===== src/logic/core_pkg.sv =====
// Core sizing package
// Pipeline sizes and the vector types for sequence numbers,
// register values and register indices

`default_nettype none

package core_pkg;

  // Sequence number space
  localparam int SEQ_BITS      = 3;
  localparam int NUM_SEQ       = 2 ** SEQ_BITS;
  // Freed tail entries reclaimed per cycle
  localparam int RECLAIM_WIDTH = 2;

  // Register file
  localparam int DATA_BITS     = 16;
  localparam int NUM_REGS      = 4;
  localparam int REG_ADDR_BITS = $clog2(NUM_REGS);

  typedef logic [SEQ_BITS-1:0]      seq_num_t;
  typedef logic [DATA_BITS-1:0]     data_t;
  typedef logic [REG_ADDR_BITS-1:0] reg_addr_t;

endpackage

`default_nettype wire


===== src/logic/isa_pkg.sv =====
// Instruction set package
// Field positions of the 16-bit instruction word and the opcode encoding

`default_nettype none

package isa_pkg;

  localparam int INSTR_BITS = 16;
  localparam int IMM_BITS   = 10;

  // Field boundaries inside the instruction word
  localparam int OP_MSB  = 15;
  localparam int OP_LSB  = 14;
  localparam int RD_MSB  = 13;
  localparam int RD_LSB  = 12;
  localparam int RS_MSB  = 11;
  localparam int RS_LSB  = 10;
  localparam int IMM_MSB = 9;
  localparam int IMM_LSB = 0;

  typedef logic [INSTR_BITS-1:0] instr_t;
  typedef logic [IMM_BITS-1:0]   imm_t;

  typedef enum logic [1:0] {
    OP_NOP  = 2'd0,
    OP_ADDI = 2'd1,
    OP_XORI = 2'd2,
    OP_BEQZ = 2'd3
  } opcode_e;

endpackage

`default_nettype wire


===== src/logic/core_if.sv =====
// Pipeline stage interfaces
// Decoded uop, executed result and commit notification bundles

`default_nettype none

// Decode to execute
interface uop_if;
  logic                 val;
  core_pkg::seq_num_t   seq_num;
  isa_pkg::opcode_e     op;
  core_pkg::reg_addr_t  rd;
  core_pkg::reg_addr_t  rs;
  isa_pkg::imm_t        imm;

  modport source (output val, seq_num, op, rd, rs, imm);
  modport sink   (input  val, seq_num, op, rd, rs, imm);
endinterface

// Execute to result
interface exec_if;
  logic                 val;
  core_pkg::seq_num_t   seq_num;
  isa_pkg::opcode_e     op;
  core_pkg::reg_addr_t  rd;
  core_pkg::data_t      value;
  logic                 wen;
  logic                 taken;

  modport source (output val, seq_num, op, rd, value, wen, taken);
  modport sink   (input  val, seq_num, op, rd, value, wen, taken);
endinterface

// Result to execute and the generator, one pulse per retired instruction
interface commit_if;
  logic                 val;
  core_pkg::seq_num_t   seq_num;
  logic                 wen;
  core_pkg::reg_addr_t  waddr;
  core_pkg::data_t      wdata;

  modport source (output val, seq_num, wen, waddr, wdata);
  modport sink   (input  val, seq_num, wen, waddr, wdata);
endinterface

`default_nettype wire


===== src/logic/seq_num_gen.sv =====
// Sequence number generator
// Hands out numbers at the head, frees them on commit or squash,
// and reclaims freed entries in order at the tail

`default_nettype none

module seq_num_gen (
  input  logic               clk,
  input  logic               rst,

  // Allocation port
  output logic               alloc_val,
  output core_pkg::seq_num_t alloc_seq_num,
  input  logic               alloc_rdy,

  // Frees
  commit_if.sink             commit,

  // Squash strobe
  input  logic               squash_val,
  input  core_pkg::seq_num_t squash_seq_num
);

  // One bit per number, set while the number is in use
  logic [core_pkg::NUM_SEQ-1:0] alloc_list;

  core_pkg::seq_num_t head;
  core_pkg::seq_num_t head_next;
  core_pkg::seq_num_t tail;
  core_pkg::seq_num_t tail_incr;
  core_pkg::seq_num_t in_use;
  core_pkg::seq_num_t squash_age;
  logic               alloc_fire;

  //--------------------------------------------------------------------
  // Allocation
  //--------------------------------------------------------------------

  // Head may never catch up with the tail
  assign alloc_val  = !(core_pkg::seq_num_t'(head + 1'b1) == tail);
  assign alloc_fire = alloc_val & alloc_rdy;

  // Squash rewinds the head right behind the branch
  assign alloc_seq_num = squash_val ? core_pkg::seq_num_t'(squash_seq_num + 1'b1)
                                    : head;

  always_comb begin
    head_next = alloc_seq_num;
    if (alloc_fire) begin
      head_next = core_pkg::seq_num_t'(alloc_seq_num + 1'b1);
    end
  end

  always_ff @(posedge clk) begin
    if (rst) begin
      head <= '0;
    end else begin
      head <= head_next;
    end
  end

  //--------------------------------------------------------------------
  // Entry list
  //--------------------------------------------------------------------

  // Age of the branch, counted from the tail
  assign squash_age = core_pkg::seq_num_t'(squash_seq_num - tail);

  always_ff @(posedge clk) begin
    if (rst) begin
      alloc_list <= '0;
    end else begin
      for (int i = 0; i < core_pkg::NUM_SEQ; i++) begin
        // Retired number
        if (commit.val && commit.seq_num == core_pkg::seq_num_t'(i)) begin
          alloc_list[i] <= 1'b0;
        end
        // Younger than the branch means further from the tail
        if (squash_val && core_pkg::seq_num_t'(i - tail) > squash_age) begin
          alloc_list[i] <= 1'b0;
        end
        // New owner wins over a stale clear
        if (alloc_fire && alloc_seq_num == core_pkg::seq_num_t'(i)) begin
          alloc_list[i] <= 1'b1;
        end
      end
    end
  end

  //--------------------------------------------------------------------
  // Reclaim at the tail
  //--------------------------------------------------------------------

  // Numbers between tail and head
  assign in_use = core_pkg::seq_num_t'(head - tail);

  // Walk forward over a contiguous run of freed entries
  always_comb begin
    logic run;
    tail_incr = '0;
    run       = 1'b1;
    for (int k = 0; k < core_pkg::RECLAIM_WIDTH; k++) begin
      if (run && !alloc_list[core_pkg::seq_num_t'(tail + k)] &&
          core_pkg::seq_num_t'(k) < in_use) begin
        tail_incr = core_pkg::seq_num_t'(tail_incr + 1'b1);
      end else begin
        run = 1'b0;
      end
    end
  end

  always_ff @(posedge clk) begin
    if (rst) begin
      tail <= '0;
    end else begin
      tail <= core_pkg::seq_num_t'(tail + tail_incr);
    end
  end

endmodule

`default_nettype wire


===== src/logic/decode_unit.sv =====
// Decode stage
// Accepts instructions with a fresh sequence number, buffers them
// for one cycle, then splits the fields into a uop register

`default_nettype none

module decode_unit (
  input  logic               clk,
  input  logic               rst,

  input  logic               instr_val,
  output logic               instr_rdy,
  input  isa_pkg::instr_t    instr,

  input  logic               alloc_val,
  output logic               alloc_rdy,
  input  core_pkg::seq_num_t alloc_seq_num,

  input  logic               squash_val,

  uop_if.source              uop
);

  logic               accept;
  logic               buf_val;
  isa_pkg::instr_t    buf_instr;
  core_pkg::seq_num_t buf_seq_num;

  // Stall on squash or when no number is free
  assign instr_rdy = alloc_val & ~squash_val;
  assign alloc_rdy = instr_val & ~squash_val;
  assign accept    = instr_val & instr_rdy;

  //--------------------------------------------------------------------
  // Input buffer
  //--------------------------------------------------------------------

  always_ff @(posedge clk) begin
    if (rst) begin
      buf_val <= 1'b0;
    end else begin
      buf_val <= accept;
    end
  end

  always_ff @(posedge clk) begin
    if (accept) begin
      buf_instr   <= instr;
      buf_seq_num <= alloc_seq_num;
    end
  end

  //--------------------------------------------------------------------
  // Field split
  //--------------------------------------------------------------------

  // Younger than a squashing branch, so dropped
  always_ff @(posedge clk) begin
    if (rst) begin
      uop.val <= 1'b0;
    end else begin
      uop.val <= buf_val & ~squash_val;
    end
  end

  always_ff @(posedge clk) begin
    uop.seq_num <= buf_seq_num;
    uop.op      <= isa_pkg::opcode_e'(buf_instr[isa_pkg::OP_MSB:isa_pkg::OP_LSB]);
    uop.rd      <= buf_instr[isa_pkg::RD_MSB:isa_pkg::RD_LSB];
    uop.rs      <= buf_instr[isa_pkg::RS_MSB:isa_pkg::RS_LSB];
    uop.imm     <= buf_instr[isa_pkg::IMM_MSB:isa_pkg::IMM_LSB];
  end

endmodule

`default_nettype wire


===== src/logic/execute_unit.sv =====
// Execute stage
// Register file written from commit, operand read with write-through,
// ALU and zero-test branch evaluation into the result stage register

`default_nettype none

module execute_unit (
  input  logic   clk,
  input  logic   rst,
  uop_if.sink    uop,
  commit_if.sink commit,
  input  logic   squash_val,
  exec_if.source exe
);

  core_pkg::data_t regs [core_pkg::NUM_REGS];
  core_pkg::data_t rs_val;
  core_pkg::data_t imm_ext;
  core_pkg::data_t alu_out;
  logic            wr_en;
  logic            is_taken;

  //--------------------------------------------------------------------
  // Register file
  //--------------------------------------------------------------------

  always_ff @(posedge clk) begin
    if (rst) begin
      for (int i = 0; i < core_pkg::NUM_REGS; i++) begin
        regs[i] <= '0;
      end
    end else if (commit.val && commit.wen) begin
      regs[commit.waddr] <= commit.wdata;
    end
  end

  // Same-cycle commit overrides the stored value
  assign rs_val = (commit.val && commit.wen && commit.waddr == uop.rs) ? commit.wdata
                                                                       : regs[uop.rs];

  //--------------------------------------------------------------------
  // ALU
  //--------------------------------------------------------------------

  assign imm_ext = {{(core_pkg::DATA_BITS - isa_pkg::IMM_BITS){uop.imm[isa_pkg::IMM_BITS-1]}},
                    uop.imm};

  always_comb begin
    alu_out  = '0;
    wr_en    = 1'b0;
    is_taken = 1'b0;
    case (uop.op)
      isa_pkg::OP_ADDI: begin
        alu_out = rs_val + imm_ext;
        wr_en   = 1'b1;
      end
      isa_pkg::OP_XORI: begin
        alu_out = rs_val ^ imm_ext;
        wr_en   = 1'b1;
      end
      // Branch on zero source
      isa_pkg::OP_BEQZ: is_taken = (rs_val == '0);
      default: ;
    endcase
  end

  //--------------------------------------------------------------------
  // Stage register
  //--------------------------------------------------------------------

  always_ff @(posedge clk) begin
    if (rst) begin
      exe.val <= 1'b0;
    end else begin
      exe.val <= uop.val & ~squash_val;
    end
  end

  always_ff @(posedge clk) begin
    exe.seq_num <= uop.seq_num;
    exe.op      <= uop.op;
    exe.rd      <= uop.rd;
    exe.value   <= alu_out;
    exe.wen     <= wr_en;
    exe.taken   <= is_taken;
  end

endmodule

`default_nettype wire


===== src/logic/result_unit.sv =====
// Result stage
// Retires the item in the execute stage register as a commit pulse
// and raises squash for a taken zero-test branch

`default_nettype none

module result_unit (
  exec_if.sink               exe,
  commit_if.source           commit,
  output logic               squash_val,
  output core_pkg::seq_num_t squash_seq_num
);

  //--------------------------------------------------------------------
  // Commit
  //--------------------------------------------------------------------

  // Every valid item retires, in order
  assign commit.val     = exe.val;
  assign commit.seq_num = exe.seq_num;

  // Writes only for ALU ops
  assign commit.wen     = exe.val & exe.wen;
  assign commit.waddr   = exe.rd;
  assign commit.wdata   = exe.value;

  //--------------------------------------------------------------------
  // Squash
  //--------------------------------------------------------------------

  // Branch carries its own number, younger ones get flushed
  assign squash_val     = exe.val & exe.taken & (exe.op == isa_pkg::OP_BEQZ);
  assign squash_seq_num = exe.seq_num;

endmodule

`default_nettype wire


===== src/logic/seq_core.sv =====
// Sequence-numbered pipeline top level
// Decode, execute and result stages around the sequence number generator

`default_nettype none

module seq_core (
  input  logic                clk,
  input  logic                rst,

  // Instruction input
  input  logic                instr_val,
  output logic                instr_rdy,
  input  isa_pkg::instr_t     instr,

  // Commit strobe
  output logic                commit_val,
  output core_pkg::seq_num_t  commit_seq_num,
  output logic                commit_wen,
  output core_pkg::reg_addr_t commit_waddr,
  output core_pkg::data_t     commit_wdata,

  // Squash strobe
  output logic                squash_val,
  output core_pkg::seq_num_t  squash_seq_num
);

  uop_if    uop_bus ();
  exec_if   exe_bus ();
  commit_if commit_bus ();

  logic               alloc_val;
  logic               alloc_rdy;
  core_pkg::seq_num_t alloc_seq_num;

  //--------------------------------------------------------------------
  // Stages
  //--------------------------------------------------------------------

  seq_num_gen gen0 (
    .clk            (clk),
    .rst            (rst),
    .alloc_val      (alloc_val),
    .alloc_seq_num  (alloc_seq_num),
    .alloc_rdy      (alloc_rdy),
    .commit         (commit_bus.sink),
    .squash_val     (squash_val),
    .squash_seq_num (squash_seq_num)
  );

  decode_unit dec0 (
    .clk           (clk),
    .rst           (rst),
    .instr_val     (instr_val),
    .instr_rdy     (instr_rdy),
    .instr         (instr),
    .alloc_val     (alloc_val),
    .alloc_rdy     (alloc_rdy),
    .alloc_seq_num (alloc_seq_num),
    .squash_val    (squash_val),
    .uop           (uop_bus.source)
  );

  execute_unit exe0 (
    .clk        (clk),
    .rst        (rst),
    .uop        (uop_bus.sink),
    .commit     (commit_bus.sink),
    .squash_val (squash_val),
    .exe        (exe_bus.source)
  );

  result_unit res0 (
    .exe            (exe_bus.sink),
    .commit         (commit_bus.source),
    .squash_val     (squash_val),
    .squash_seq_num (squash_seq_num)
  );

  // Commit bundle out to the pins
  assign commit_val     = commit_bus.val;
  assign commit_seq_num = commit_bus.seq_num;
  assign commit_wen     = commit_bus.wen;
  assign commit_waddr   = commit_bus.waddr;
  assign commit_wdata   = commit_bus.wdata;

endmodule

`default_nettype wire


===== config.mk =====
export PLATFORM = sky130hd
export DESIGN_NAME = seq_core
export DESIGN_NICKNAME = d
export VERILOG_FILES = /design/src/logic/core_pkg.sv /design/src/logic/isa_pkg.sv /design/src/logic/core_if.sv /design/src/logic/seq_num_gen.sv /design/src/logic/decode_unit.sv /design/src/logic/execute_unit.sv /design/src/logic/result_unit.sv /design/src/logic/seq_core.sv
export SDC_FILE = /design/constraint.sdc
export NUM_CORES = 1
export LEC_CHECK = 0
export ABC_CLOCK_PERIOD_IN_PS = 3200
export BUFFER_PORTS_ARGS = -buffer_cell sky130_fd_sc_hd__buf_4
export CAP_MARGIN = 40
export CELL_PAD_IN_SITES_DETAIL_PLACEMENT = 2
export CELL_PAD_IN_SITES_GLOBAL_PLACEMENT = 2
export CORE_ASPECT_RATIO = 1.5
export CORE_MARGIN = 2
export CORE_UTILIZATION = 38
export CTS_CLUSTER_SIZE = 24
export DETAILED_ROUTE_END_ITERATION = 12
export PLACE_DENSITY = 0.85
export SYNTH_ARGS = -nofsm -noshare
export SYNTH_HDL_FRONTEND = slang
export SYNTH_SLANG_ARGS = --single-unit

===== constraint.sdc =====
create_clock -name clk -period 3.2 [get_ports clk]
set_clock_uncertainty 0.1 [all_clocks]
set_input_delay 0.64 -clock clk [delete_from_list [all_inputs] [get_ports clk]]
set_output_delay 0.64 -clock clk [all_outputs]
set_load 0.01 [all_outputs]

# After elaboration in Yosys (flattened, before gate mapping)
# Memory sizes are Yosys's and may differ from the RTL's. A register that Yosys moved wholly into a read port is not among the register bits.
# Cells that the tools add are included.
# word_totals
ramBits	64
reg_bits	80
mem_count	1
# memory_table
name	depth	width	rd	rd_ports_with_merged_regs	wr	line_no	text
exe0.regs	4	16	1	1	4	execute_unit.sv:16	core_pkg::data_t regs [core_pkg::NUM_REGS];
# classes
n_lt_le_gt_ge	12
n_addsub	17
eq_ne	20
reduce_logical	45
n_bitwise	11
n_mux	44
# op_table
cell	n
two-way mux 1 bit	35
two-way mux 16 bit	2
one-hot mux 16 bit (2 select lines)	1
logical AND 1 bit	29
equality test 3 bit, second input constant	8
greater-than comparator 3 bit	8
nonzero test 3 bit	8
adder 16 bit	1
logical NOT 16 bit	1
OR reduction 16 bit	1
bitwise XOR 16 bit	1
adder 3 x 1 -> 3 bit, second input constant	4
equality test 3 x 2 -> 1 bit, second input constant	4
subtractor 3 bit, first input constant	4
AND 1 bit	9
two-way mux 3 bit	3
< comparator 3 x 4 -> 1 bit, second input constant	2
binary-select mux 1 bit (select 3 bit)	2
equality test 2 bit, second input constant	3
equality test 3 x 1 -> 1 bit, second input constant	2
logical NOT 3 bit	2
< comparator 1 x 3 -> 1 bit, first input constant	2
subtractor 1 x 3 -> 3 bit, first input constant	2
subtractor 2 x 3 -> 3 bit, first input constant	2
10 further kinds	13

# Depth between registers and ports, before layout
# logic_depth
word_depth	9
ltp_mapped	13

# Modules after synthesis
# A second synthesis with hierarchy kept.
# unflattened
cells_unflattened	592
area_unflattened_um2	7414.6
# modules_own_cells
module	cells_per_inst	area_each_um2	seq_area_each_um2	n_inst
execute_unit	355	4634.4	2442.3	1
seq_num_gen	165	1539.0	280.3	1
decode_unit	45	1038.5	991.0	1
result_unit	27	202.7	0.0	1

# Worst setup path before layout
# OpenSTA, ideal clock, no wires.
# synth_timing
path_type	register to register
from	reg exe0.exe.val
to	reg exe0.exe.value[10]
synth_period_minus_slack_ns	3.623
stages_incl_launch_ff	14
required_time_ns	2.975
t_arrival_ns	3.398
setup_slack_ns	-0.423
setup_time_ns	0.125
cell_sequence	dfxtp_1 > buf_2 > nand2_1 > nor3_2 > buf_6 > mux2_2 > ha_1 > fa_1 > a21o_1 > a211oi_1 > o31ai_1 > a21oi_1 > xor2_1 > o21ai_0
# synth_via
elab_chain_cells	6
# synth_lines
item	line_no	text
start, declared	core_if.sv:29	modport source (output val, seq_num, op, rd, value, wen, taken);
AND 1 bit	result_unit.sv:23	assign commit.wen = exe.val & exe.wen;
logical AND 1 bit * (2 in series)	execute_unit.sv:38	assign rs_val = (commit.val && commit.wen && commit.waddr == uop.rs) ? commit.wdata
two-way mux 16 bit *	execute_unit.sv:38	
adder 16 bit or bitwise XOR 16 bit (tied branches)	execute_unit.sv:54, execute_unit.sv:58	
one-hot mux 16 bit (2 select lines) *	execute_unit.sv:52	case (uop.op)
net exe0.alu_out[10]	execute_unit.sv:19	core_pkg::data_t alu_out;
end signal, assigned	execute_unit.sv:83	exe.value <= alu_out;
end, declared	core_if.sv:29	
# Mark *: on every way through the listed nets, which the timed path passes. The rest lies on a longest branch.
# A chain may end at the register's enable or synchronous reset.

==> flow_metrics.tcl <==
set metrics [dict create \
    status "finished, violations left" \
    violations "setup timing" \
    dp_hpwl_mm 16.3 \
    antenna_found_initial 0 \
    first_pass_iters 4 \
    cp.arrival_ns 3.58 \
    yosys_warnings 0 \
    grt_max_degree 26 \
    dpl-instance-area_um2 8070 \
    combPwrFrac 0.481 \
    power_density_nw_per_um2 996 \
    power.internal_w 0.00536 \
    synth_cell_types 59 \
    wl_per_cell_um 25.5 \
    diodes 0 \
    finalCritPeriodShare 1.06 \
    crit_fanout 4 \
    hold_path_depth 0 \
    drv_slew 0 \
    synth_nets 648 \
    clockBufferDepth 2 \
    drive_above_1_share 0.300 \
    viasPerCell 5.41 \
    rsz0062_at_grt "true" \
    min_period_ns 3.39 \
    overflow 0 \
    setup-tns-final_ns -0.418 \
    max_stage_delay_ns 0.50 \
    cts_max_level 4 \
    p_sw_w 0.00355 \
    hold_end "exe0.exe.rd[0]" \
    fp.dieW_um 116 \
    crit_slowest_cell "mux4_2" \
    p_seq_frac 0.311 \
    clock.fmax_mhz 295 \
    vias 5068 \
    core_area_um2 18500 \
    post-place-ws_ns -0.243 \
    p_leak_nw 3.66 \
    final_util 0.485 \
    clk_latency_ns 0.43 \
    grt_pass1_wl_mm 34.0 \
    cts.sinks 144 \
    synth_top_area_frac 0.349 \
    r2r_cells 11 \
    path_class "flip-flop to flip-flop" \
    pwr-share-clk 0.208 \
    synth_ff_type "edfxtp_1" \
    hold_class "flip-flop to flip-flop" \
    yosys-top-cells-area "edfxtp_1 35%, dfxtp_1 17%, ha_1 9.3%, and2_1 5.8%, mux4_2 5.0%" \
    critPathCaptureType "flip-flop" \
    cp.required_ns 3.39 \
    total_power_w 0.00891 \
    yosys.area.top_type "edfxtp_1" \
    drt_iter0_markers 254 \
    root_buffer "clkbuf_16" \
    netlist_area_um2 7140 \
    synth-edff-count 83 \
    switching_share 0.398 \
    r2r_end "exe0.exe.value[8]" \
    rows 61 \
    ios 47 \
    peakVddDrop_mv 0.540 \
    ant_nets 0 \
    gp_congestion 0.846 \
    r2r_start "exe0.regs[0][0]" \
    synth.ff_latch_count 144 \
    nFillCells 1836 \
    fin_area_um2 8950 \
    die-area_um2 19900 \
    setup_viol 7 \
    grt_use_total 0.237 \
    worstHoldStart "dec0.uop.rd[0]" \
    wirelength_mm 23.9 \
    async_flop_share 0 \
    finalHoldViolCount 0 \
    ys_seq_area_frac 0.520 \
    tritoncts "built" \
    clk_pin_slew_ns 0.06 \
    port-buffer-count 46 \
    die_h_um 172 \
    grt_pass1_vias 5803 \
    cap_violations 0 \
    relSlewSlack 0.495 \
    drc 0 \
    area_growth_pct 25.4 \
    tightest_slew_ns 0.756 \
    nNetsFinal 747 \
    synthCells 572 \
    final.setup.worst_slack_ns -0.187 \
    regToRegSetupSlack_ns -0.19 \
    critPathLaunchType "flip-flop" \
    cts-buffers-inserted 17 \
    start_util 0.386 \
    syn_area_per_cell_um2 12.5 \
    crit_chain "mux4_2 > mux2_4 > ha_4 > fa_2 > a21o_1 > a211oi_4 > buf_6 > o21bai_1 > a21oi_1 > xor2_1 > o21ai_1" \
]
worst max-delay path: cells and delay by family (launching register included):
kind,cells,cell delay (ns)
flip-flops,1,0.43
XOR/XNOR,1,0.26
AO/OA/AOI/OAI,5,0.89
multiplexers,2,0.84
buffers and inverters,1,0.16
adder cells (fa/ha/maj),2,0.58
power groups by stage:
stage | clock (W) | combinational [W] | sequential (W)
after global placement | 0 | 0.00347 | 0.00274
after global routing | 0.00195 | 0.00466 | 0.00281
final | 0.00185 | 0.00429 | 0.00277
after floorplan | 0 | 0.00235 | 0.00264
after detailed placement | 0 | 0.00379 | 0.00278
after CTS | 0.00185 | 0.00393 | 0.00275
area by class of cell:
type / instances / area [um^2] / share of cell area
clock buffer: 26 / 500 / 0.0559
multi-input combinational: 372 / 3460 / 0.387
sequential: 144 / 3720 / 0.415
tap: 252 / 315 / 0.0352
clock inverter: 6 / 32.5 / 0.00363
inverter: 34 / 128 / 0.0143
timing repair buffer: 102 / 796 / 0.0889
repair_timing:
| item | in CTS | in global routing |
|---|---|---|
| endpoints found under the setup margin | 9 | 10 |
| hold buffers | 0 | 0 |
| setup buffers | 3 | 8 |
| pin swaps | 3 | 25 |
| gates resized for setup | 14 | 43 |
worst max-delay path by stage:
stage	startpoint	end	cells past startpoint
4_1_cts	dec0.uop.rs[0]	exe0.exe.value[14]	10
2_1_floorplan	dec0.uop.rs[1]	exe0.exe.value[10]	13
3_5_place_dp	dec0.uop.rs[0]	exe0.exe.value[14]	10
5_1_grt	dec0.uop.rs[1]	exe0.exe.value[8]	12
3_3_place_gp	dec0.uop.rs[0]	exe0.exe.value[14]	10
6_report	exe0.regs[0][0]	exe0.exe.value[8]	11
cells in the mapped netlist, drive strengths merged, types with 6 or more instances:
cell    count
a211oi      7
a21o       14
a21oi      28
a311oi      7
and2       66
buf        10
clkbuf     12
dfxtp      61
edfxtp     83
ha         53
inv        34
mux2       14
mux4       20
nand2      21
nand3       6
nor2       22
o21ai      12
xnor2      12
xor2       10
registers in the layout, summed over array words and instances, names as in the netlist, 8 cells and up:
name             cells
dec0.buf_instr      16
dec0.uop.imm        10
exe0.exe.value      16
exe0.regs           64
gen0.alloc_list      8
kinds of logic (layout without fill, tap and decap cells):
kind of cell               count (synthesis)  after routing  synth area share
AOI/OAI and AO/OA                         99             99            0.0936
xor gates and xnor gates                  23             23            0.0302
muxes                                     37             37            0.0915
adders and majority gates                 57             57             0.104
DFF                                      144            144             0.520
buffers and inverters                     56            168            0.0347
and+or+nand+nor                          156            156             0.125
layout by cell type (no fill, tap or decap), types with 3 or more instances in the layout:
master	n
mux2_2	9
a21o_1	14
mux4_2	17
o21bai_1	3
nand3_1	6
mux2i_1	3
ha_1	44
dfxtp_1	59
nor2_1	22
and3_1	3
a21oi_1	23
or3_1	3
clkinv_2	5
clkbuf_16	18
mux2_4	5
clkbuf_1	6
inv_1	34
xnor2_1	11
o21ai_0	5
edfxtp_1	83
o21ai_1	6
nor3b_1	5
mux4_1	3
a311oi_1	7
a21oi_2	4
ha_4	9
nand3b_1	4
or2_2	4
buf_6	6
fa_1	3
o2bb2ai_1	3
a211oi_1	4
xor2_1	9
nand2b_1	5
nand2_1	20
and2_1	65
buf_4	95
nor2b_1	5
layer usage:
layer,part of all wire,global-route usage
met1,0.35,0.235
met2,0.57,0.441
met3,0.022,0.0419
met4,0.060,0.155
met5,0,0
metrics by stage:
step	cells	hold slack [ns]
6_report	936	0.230
5_1_grt	936	0.232
4_1_cts	929	0.228
3_5_place_dp	894	0.218
3_3_place_gp	894	0.213
2_1_floorplan	572	0.210
Power figures use the tool's default switching activity.
